File: config.mk
export PLATFORM = sky130hd
export DESIGN_NAME = scope_top
export DESIGN_NICKNAME = d
export VERILOG_FILES = /design/src/hdl/scope_pkg.sv /design/src/hdl/scope_top.sv /design/src/hdl/wb_scope_regs.sv /design/src/hdl/capture_buffer.sv /design/src/hdl/channel_sequencer.sv /design/src/hdl/sample_timer.sv
export VERILOG_INCLUDE_DIRS = /design/src /design/src/hdl
export SDC_FILE = /design/constraint.sdc
export NUM_CORES = 1
export LEC_CHECK = 0
export BUFFER_PORTS_ARGS = -buffer_cell sky130_fd_sc_hd__buf_2
export CAP_MARGIN = 10
export CORE_UTILIZATION = 59
export DETAILED_ROUTE_END_ITERATION = 16
export MAX_ROUTING_LAYER = met4
export PLACE_DENSITY = 0.9
export SKIP_LAST_GASP = 1
export SLEW_MARGIN = 20
export SYNTH_ARGS = -nofsm -noshare
export SYNTH_HDL_FRONTEND = slang
export SYNTH_SLANG_ARGS = --single-unit
File: constraint.sdc
create_clock -name clock -period 4.45 [get_ports clock]
set_clock_uncertainty 0.2 [all_clocks]
set_input_delay 0.6675 -clock clock [delete_from_list [all_inputs] [get_ports clock]]
set_output_delay 0.6675 -clock clock [all_outputs]
set_load 0.01 [all_outputs]
File: src/hdl/scope_consts.svh
/*
 * Capture scope constants.
 * Channel count, sample width, buffer depth, slot timing and bus width
 * shared by the scope RTL.
 */
`ifndef SCOPE_CONSTS_SVH
`define SCOPE_CONSTS_SVH

// Number of external channels sampled in each timer period
`define SCOPE_N_CHANNELS 6

// Width of one channel value
`define SCOPE_SAMPLE_W 16

// Capture buffer entries
`define SCOPE_DEPTH 16

// Timer count of the channel 0 slot, channel k sits at SLOT_BASE + 2*k
`define SCOPE_SLOT_BASE 4

// Sample period loaded at reset
`define SCOPE_PERIOD_RST 32

// Wishbone word address width
`define SCOPE_ADDR_W 2

`endif
File: src/hdl/scope_pkg.sv
/*
 * Capture scope types.
 * Tagged sample, channel input bus, Wishbone request and response
 * structs and the enums for capture state and register addresses.
 */
`include "scope_consts.svh"

package scope_pkg;

    // One captured value tagged with the channel it came from
    typedef struct packed {
        logic [$clog2(`SCOPE_N_CHANNELS)-1:0] channel;
        logic [`SCOPE_SAMPLE_W-1:0]           value;
    } scope_sample_t;

    // All channel inputs side by side, channel 0 in the low slice
    typedef logic [`SCOPE_N_CHANNELS-1:0][`SCOPE_SAMPLE_W-1:0] channel_bus_t;

    // Host to slave side of the Wishbone classic bus
    typedef struct packed {
        logic                     cyc;
        logic                     stb;
        logic                     we;
        logic [`SCOPE_ADDR_W-1:0] adr;
        logic [31:0]              dat;
    } wb_req_t;

    // Slave to host side
    typedef struct packed {
        logic        ack;
        logic [31:0] dat;
    } wb_rsp_t;

    typedef enum logic [1:0] {
        CAP_IDLE  = 2'd0,
        CAP_ARMED = 2'd1,
        CAP_FULL  = 2'd2
    } capture_state_e;

    // Word addresses of the register map
    typedef enum logic [1:0] {
        REG_CTRL   = 2'd0,
        REG_PERIOD = 2'd1,
        REG_STATUS = 2'd2,
        REG_DATA   = 2'd3
    } scope_reg_e;

endpackage

File: src/hdl/scope_top.sv
/*
 * Multichannel capture scope.
 * Sample timer, channel sequencer, capture buffer and Wishbone
 * register slave joined into one block.
 */
`timescale 1ns/10ps
`include "scope_consts.svh"

module scope_top (
    input  logic                     clock,
    input  logic                     arst_n,
    input  scope_pkg::wb_req_t       wb_req,
    output scope_pkg::wb_rsp_t       wb_rsp,
    input  scope_pkg::channel_bus_t  channels
);

    import scope_pkg::*;

    logic                         enable;
    logic [`SCOPE_N_CHANNELS-1:0] channel_mask;
    logic [15:0]                  period;
    logic [15:0]                  count;
    scope_sample_t                sample;
    logic                         sample_valid;
    logic                         arm;
    logic                         pop;
    scope_sample_t                head;
    logic                         empty;
    capture_state_e               state;
    logic [4:0]                   fill;

    // The slots are decoded from count alone, the period wrap strobe is spare
    sample_timer u_sample_timer (
        .clock  (clock),
        .arst_n (arst_n),
        .enable (enable),
        .period (period),
        .count  (count),
        .wrap   ()
    );

    channel_sequencer u_channel_sequencer (
        .clock        (clock),
        .arst_n       (arst_n),
        .count        (count),
        .channel_mask (channel_mask),
        .channels     (channels),
        .sample       (sample),
        .sample_valid (sample_valid)
    );

    capture_buffer u_capture_buffer (
        .clock        (clock),
        .arst_n       (arst_n),
        .arm          (arm),
        .pop          (pop),
        .sample       (sample),
        .sample_valid (sample_valid),
        .head         (head),
        .empty        (empty),
        .state        (state),
        .fill         (fill)
    );

    wb_scope_regs u_wb_scope_regs (
        .clock        (clock),
        .arst_n       (arst_n),
        .wb_req       (wb_req),
        .wb_rsp       (wb_rsp),
        .enable       (enable),
        .channel_mask (channel_mask),
        .period       (period),
        .arm          (arm),
        .pop          (pop),
        .head         (head),
        .empty        (empty),
        .state        (state),
        .fill         (fill)
    );

endmodule

File: src/hdl/wb_scope_regs.sv
/*
 * Wishbone register slave.
 * Holds the control and period registers, returns status and buffer
 * data, and acknowledges every access for exactly one cycle.
 */
`timescale 1ns/10ps
`include "scope_consts.svh"

module wb_scope_regs (
    input  logic                          clock,
    input  logic                          arst_n,
    input  scope_pkg::wb_req_t            wb_req,
    output scope_pkg::wb_rsp_t            wb_rsp,
    output logic                          enable,
    output logic [`SCOPE_N_CHANNELS-1:0]  channel_mask,
    output logic [15:0]                   period,
    output logic                          arm,
    output logic                          pop,
    input  scope_pkg::scope_sample_t      head,
    input  logic                          empty,
    input  scope_pkg::capture_state_e     state,
    input  logic [4:0]                    fill
);

    import scope_pkg::*;

    // Shortest period that still holds every channel slot
    localparam logic [15:0] MIN_PERIOD = 16'(`SCOPE_SLOT_BASE + 2 * `SCOPE_N_CHANNELS);

    scope_reg_e  addr;
    logic        ack;
    logic [31:0] dat_r;
    logic        start;
    logic        wr_en;
    logic        rd_en;
    logic [31:0] rd_word;

    // Response bus is built from the ack flop and the read data register
    assign wb_rsp = {ack, dat_r};

    assign addr  = scope_reg_e'(wb_req.adr);
    // An access starts once per request, ack being high blocks a repeat
    assign start = wb_req.cyc && wb_req.stb && !ack;
    assign wr_en = start && wb_req.we;
    assign rd_en = start && !wb_req.we;

    // The buffer moves its read pointer on the same edge that latches head
    assign pop = rd_en && (addr == REG_DATA) && !empty;

    always_comb begin
        case (addr)
            REG_CTRL:   rd_word = {24'b0, 1'b0, channel_mask, enable};
            REG_PERIOD: rd_word = {16'b0, period};
            REG_STATUS: rd_word = {19'b0, fill, 6'b0, state};
            REG_DATA: begin
                if (empty) begin
                    rd_word = '0;
                end else begin
                    rd_word = {1'b1, 12'b0, head.channel, head.value};
                end
            end
            default:    rd_word = '0;
        endcase
    end

    always_ff @(posedge clock or negedge arst_n) begin
        if (!arst_n) begin
            ack          <= 1'b0;
            enable       <= 1'b0;
            channel_mask <= '0;
            period       <= 16'(`SCOPE_PERIOD_RST);
            arm          <= 1'b0;
        end else begin
            ack <= start;
            arm <= wr_en && (addr == REG_CTRL) && wb_req.dat[7];
            if (wr_en && (addr == REG_CTRL)) begin
                enable       <= wb_req.dat[0];
                channel_mask <= wb_req.dat[`SCOPE_N_CHANNELS:1];
            end
            if (wr_en && (addr == REG_PERIOD)) begin
                if (wb_req.dat[15:0] < MIN_PERIOD) begin
                    period <= MIN_PERIOD;
                end else begin
                    period <= wb_req.dat[15:0];
                end
            end
        end
    end

    // Read data goes out together with ack
    always_ff @(posedge clock) begin
        if (rd_en) begin
            dat_r <= rd_word;
        end
    end

endmodule

File: src/hdl/capture_buffer.sv
/*
 * Capture buffer.
 * Stores tagged samples after an arm until it is full, and hands the
 * oldest entry to the register slave one pop at a time.
 */
`timescale 1ns/10ps
`include "scope_consts.svh"

module capture_buffer (
    input  logic                       clock,
    input  logic                       arst_n,
    input  logic                       arm,
    input  logic                       pop,
    input  scope_pkg::scope_sample_t   sample,
    input  logic                       sample_valid,
    output scope_pkg::scope_sample_t   head,
    output logic                       empty,
    output scope_pkg::capture_state_e  state,
    output logic [4:0]                 fill
);

    import scope_pkg::*;

    localparam int PTR_W = $clog2(`SCOPE_DEPTH);

    scope_sample_t mem [`SCOPE_DEPTH];

    logic [PTR_W-1:0] wr_ptr;
    logic [PTR_W-1:0] rd_ptr;
    logic             push;
    logic             take;
    logic [4:0]       fill_next;

    // Samples are only kept while armed, a full buffer drops them
    assign push  = sample_valid && (state == CAP_ARMED) && !arm;
    assign take  = pop && !empty && !arm;
    assign empty = (fill == 5'd0);
    assign head  = mem[rd_ptr];

    always_comb begin
        fill_next = fill;
        if (push && !take) begin
            fill_next = fill + 5'd1;
        end else if (take && !push) begin
            fill_next = fill - 5'd1;
        end
    end

    always_ff @(posedge clock or negedge arst_n) begin
        if (!arst_n) begin
            state  <= CAP_IDLE;
            wr_ptr <= '0;
            rd_ptr <= '0;
            fill   <= '0;
        end else if (arm) begin
            // Arm restarts capture from any state
            state  <= CAP_ARMED;
            wr_ptr <= '0;
            rd_ptr <= '0;
            fill   <= '0;
        end else begin
            if (push) begin
                wr_ptr <= wr_ptr + 1'b1;
            end
            if (take) begin
                rd_ptr <= rd_ptr + 1'b1;
            end
            fill <= fill_next;

            // Draining a full buffer does not leave CAP_FULL
            case (state)
                CAP_ARMED: begin
                    if (fill_next == 5'(`SCOPE_DEPTH)) begin
                        state <= CAP_FULL;
                    end
                end
                CAP_IDLE,
                CAP_FULL: begin
                    state <= state;
                end
                default: begin
                    state <= CAP_IDLE;
                end
            endcase
        end
    end

    always_ff @(posedge clock) begin
        if (push) begin
            mem[wr_ptr] <= sample;
        end
    end

endmodule

File: src/hdl/channel_sequencer.sv
/*
 * Channel sequencer.
 * Latches each masked channel input at its own slot of the timer
 * period and emits it as a tagged single-cycle sample strobe.
 */
`timescale 1ns/10ps
`include "scope_consts.svh"

module channel_sequencer (
    input  logic                           clock,
    input  logic                           arst_n,
    input  logic [15:0]                    count,
    input  logic [`SCOPE_N_CHANNELS-1:0]   channel_mask,
    input  scope_pkg::channel_bus_t        channels,
    output scope_pkg::scope_sample_t       sample,
    output logic                           sample_valid
);

    import scope_pkg::*;

    localparam int CH_W = $clog2(`SCOPE_N_CHANNELS);

    logic            slot_hit;
    logic [CH_W-1:0] slot_ch;

    // Slots are two counts apart, so at most one channel matches
    always_comb begin
        slot_hit = 1'b0;
        slot_ch  = '0;
        for (int k = 0; k < `SCOPE_N_CHANNELS; k++) begin
            if (count == 16'(`SCOPE_SLOT_BASE + 2 * k)) begin
                slot_hit = 1'b1;
                slot_ch  = CH_W'(k);
            end
        end
    end

    always_ff @(posedge clock or negedge arst_n) begin
        if (!arst_n) begin
            sample_valid <= 1'b0;
        end else begin
            sample_valid <= slot_hit && channel_mask[slot_ch];
        end
    end

    // The value is only meaningful while sample_valid is high
    always_ff @(posedge clock) begin
        if (slot_hit) begin
            sample.channel <= slot_ch;
            sample.value   <= channels[slot_ch];
        end
    end

endmodule

File: src/hdl/sample_timer.sv
/*
 * Sample timer.
 * Counts modulo the programmed period while the scope is enabled and
 * pulses wrap on each return to zero.
 */
`timescale 1ns/10ps

module sample_timer (
    input  logic        clock,
    input  logic        arst_n,
    input  logic        enable,
    input  logic [15:0] period,
    output logic [15:0] count,
    output logic        wrap
);

    logic last;

    // The compare uses >= so that a period shortened below the current
    // count still brings the counter back to zero at once
    assign last = (count >= period - 16'd1);

    always_ff @(posedge clock or negedge arst_n) begin
        if (!arst_n) begin
            count <= '0;
            wrap  <= 1'b0;
        end else if (!enable) begin
            count <= '0;
            wrap  <= 1'b0;
        end else if (last) begin
            count <= '0;
            wrap  <= 1'b1;
        end else begin
            count <= count + 16'd1;
            wrap  <= 1'b0;
        end
    end

endmodule

==> flow_summary.toml <==
[synthesis]
synth_edf_count = 343
async_flop_share = 0.143
synth-seq-cells = 400
synth_top_area_cell = "edfxtp_1"
synth_flop_cell = "edfxtp_1"
ys_types = 55
synth-seq-area-share = 0.674
synth_cells = 1070
yosysWarningCount = 0
synth_area_leaders = "edfxtp_1 (59%), mux4_2 (12%), dfrtp_1 (8.1%)"
synth_top_cell_area_share = 0.592
synthesis.area_um2 = 17400
avgSynthCellArea_um2 = 16.3

[die]
dieArea_um2 = 30200
fp.dieH_um = 174
die_x_um = 174
rows = 62
core_um2 = 28900
io_pins = 168
start_util = 0.603

[finish]
regArea_um2 = 11700
n_fill_cell = 1753
fin_util = 0.690
fin_area_um2 = 19900
areaGrowthSynthToFinish_pct = 14.4
final_common_cell = "edfxtp_1"
drive_above_1_share = 0.274
layout_common_cells = "edfxtp_1 (343), buf_2 (139), nand2_1 (100)"
nNetsFinal = 1387
multi_input_area_um2 = 5340

[setup_path]
endpoint_kind = "flop"
worstPathArrival_ns = 3.93
path_cells = "nor4_1, o2111ai_1, nor3b_2, mux2i_1, nor2_1, a2111oi_0"
reg2reg_slack_ns = 0.67
startpoint = "u_sample_timer.count[12]"
crit_fanout = 8
r2r_start = "u_sample_timer.count[12]"
critPathKind = "flop to flop"
startpoint_type = "flop"
rr_endpoint = "u_channel_sequencer.sample_valid"
required_ns = 4.60
crit_slowest_cell = "nor3b_2"
slowest_delay_ns = 0.87
reg2reg_depth = 6
crit_end = "u_channel_sequencer.sample_valid"

[clocking]
clockBufferDepth = 3
cts_setup_buffers = 0
cts_tree = "built"
cts.sinks = 400
cts_max_level = 2
cts_resized = 0
path_clk_slew_ns = 0.07
clkLatencyLatePin_ns = 0.54
cts_buffers = 38
root_buffer = "clkbuf_16"

[global_route]
grt_max_degree = 42
grt_pass1_vias = 11073
grt-ovfl-total = 0
track_usage = 0.319
antenna_found_initial = 1
grt_first_pass_wirelength_um = 67800

[place]
placed_area_um2 = 18600
dp_slack_ns = 0.980
place.gp.congestion = 0.869
hpwl_um = 27200
io_buffers = 139

[route]
ant_nets = 0
route.detailed.drc = 0
dr.max_layer_used = "met4"
wl_um = 45700
drt-met1-wl_um = 15400
drt_iter0_drc = 1382
met2_length_um = 23200
drt-pass1-iter-count = 5
routedWlPerCell_um = 27.9
vias = 10894
wl_met3_um = 4640
viasPerCell = 6.65

[power_and_ir_drop]
p_seq_frac = 0.477
total_power_mw = 9.42
p_sw_frac = 0.263
p_int_mw = 6.94
p_per_area_nw_per_um2 = 473
pwr-share-comb = 0.169
clkPwrFrac = 0.354
peakVddDrop_mv = 0.264
p_switching_mw = 2.48
p_leak_nw = 7.30

[timing]
final.period_utilization = 0.850
slew_headroom = 0.165
hold_viol = 0
rsz0062_at_grt = "no"
finalCriticalPeriod_ns = 3.78
finalMaxSlewViolations = 0
finalSetupTns_ns = 0
setup_slack_ns = 0.667
setup_viol = 0
worstMarginPinSlew_ns = 1.25
max_freq_ghz = 0.264

[flow_run]
cap_violations = 0

[hold_path]
hold_path.class = "input port to flop"

[outcome]
status = "finished, final reports clean"
## cell usage after synthesis (2+ instances only)
| cell type | count |
|---|---|
| a211oi_1 | 3 |
| a21o_1 | 3 |
| a21oi_1 | 20 |
| a22o_1 | 4 |
| a31oi_1 | 22 |
| and2_1 | 14 |
| and3b_1 | 3 |
| buf_1 | 4 |
| buf_2 | 14 |
| buf_4 | 15 |
| clkbuf_1 | 34 |
| dfrtp_1 | 56 |
| edfxtp_1 | 343 |
| ha_1 | 28 |
| inv_1 | 22 |
| inv_2 | 2 |
| mux2_1 | 7 |
| mux2i_1 | 58 |
| mux4_2 | 95 |
| nand2_1 | 100 |
| nand2b_1 | 7 |
| nand3_1 | 14 |
| nand3b_1 | 2 |
| nand4_1 | 13 |
| nor2_1 | 73 |
| nor3_1 | 14 |
| nor3b_1 | 2 |
| nor4_1 | 13 |
| o21a_1 | 2 |
| o21ai_0 | 7 |
| o21ai_1 | 11 |
| o31a_1 | 2 |
| or2_1 | 2 |
| or3_1 | 3 |
| or4_1 | 2 |
| xnor2_1 | 20 |
| xor2_1 | 18 |
## sequential cells by signal (all words and copies together) (netlist names), 2 cells and up
signal,count
u_capture_buffer.fill,5
u_capture_buffer.mem,304
u_capture_buffer.rd_ptr,4
u_capture_buffer.state,2
u_capture_buffer.wr_ptr,4
u_channel_sequencer.sample,19
u_sample_timer.count,16
u_wb_scope_regs.channel_mask,6
u_wb_scope_regs.dat_r,20
u_wb_scope_regs.period,16
## power by group through the flow
stage,combinational [mW],sequential (mW),clock [mW]
5_1_grt,1.69,4.51,3.47
6_report,1.59,4.50,3.34
3_3_place_gp,1.47,4.54,0
4_1_cts,1.58,4.49,3.33
2_1_floorplan,1.26,4.34,0
3_5_place_dp,1.53,4.56,0
## per-layer routing
layer,GRT usage,up-vias
met5,-,-
met4,0.154,0
met3,0.0555,190
met2,0.530,887
met1,0.381,5389
li1,-,4428
## area by class of cell
cell class                 instances  area share
clock inverter                    26      0.0138
clock buffer                      44      0.0505
timing repair buffer             171      0.0490
antenna                            1    0.000126
tap                              384      0.0241
inverter                          24     0.00453
multi-input combinational        589       0.268
sequential                       400       0.590
## per-stage QoR
step	hold slack [ns]	cells
after global placement	0.234	1567
after CTS	0.149	1638
after floorplan	0.172	1081
after global routing	0.164	1639
final	0.156	1639
after detailed placement	0.265	1567
## critical path, delay by kind of cell (launching register included)
kind               cells  cell delay, ns
AOI/OAI and AO/OA      2            1.29
DFF                    1            0.44
and+or+nand+nor        3            1.41
muxes                  1            0.27
## logic make-up (layout without fill, tap and decap cells)
logic type / count (synthesis) / count (layout) / share of synthesized area
buffers and inverters: 92 / 265 / 0.0245
other: 1 / 13 / 0.000215
AOI/OAI and AO/OA: 80 / 80 / 0.0281
and+or+nand+nor: 270 / 270 / 0.0726
adders and majority gates: 29 / 29 / 0.0207
muxes: 160 / 160 / 0.161
xor gates and xnor gates: 38 / 38 / 0.0191
DFF: 400 / 400 / 0.674
## worst min path at each step
stage | slack [ns] | end | start | depth (start not counted)
floorplan | 0.17 | u_capture_buffer.fill[0] | arst_n | 0
global route | 0.16 | u_wb_scope_regs.period[11] | wb_req[11] | 3
detailed placement | 0.27 | u_wb_scope_regs.ack | u_wb_scope_regs.ack | 1
global placement | 0.23 | u_wb_scope_regs.ack | u_wb_scope_regs.ack | 1
CTS | 0.15 | u_wb_scope_regs.period[11] | wb_req[11] | 3
finish | 0.16 | u_wb_scope_regs.period[11] | wb_req[11] | 3
## repair_timing
action / in CTS / in global routing
endpoints found under the setup margin: 0 / 0
endpoints found under the hold margin: 18 / 0
hold buffers: 1 / 0
No activity file was read; power rests on OpenSTA's default activity.
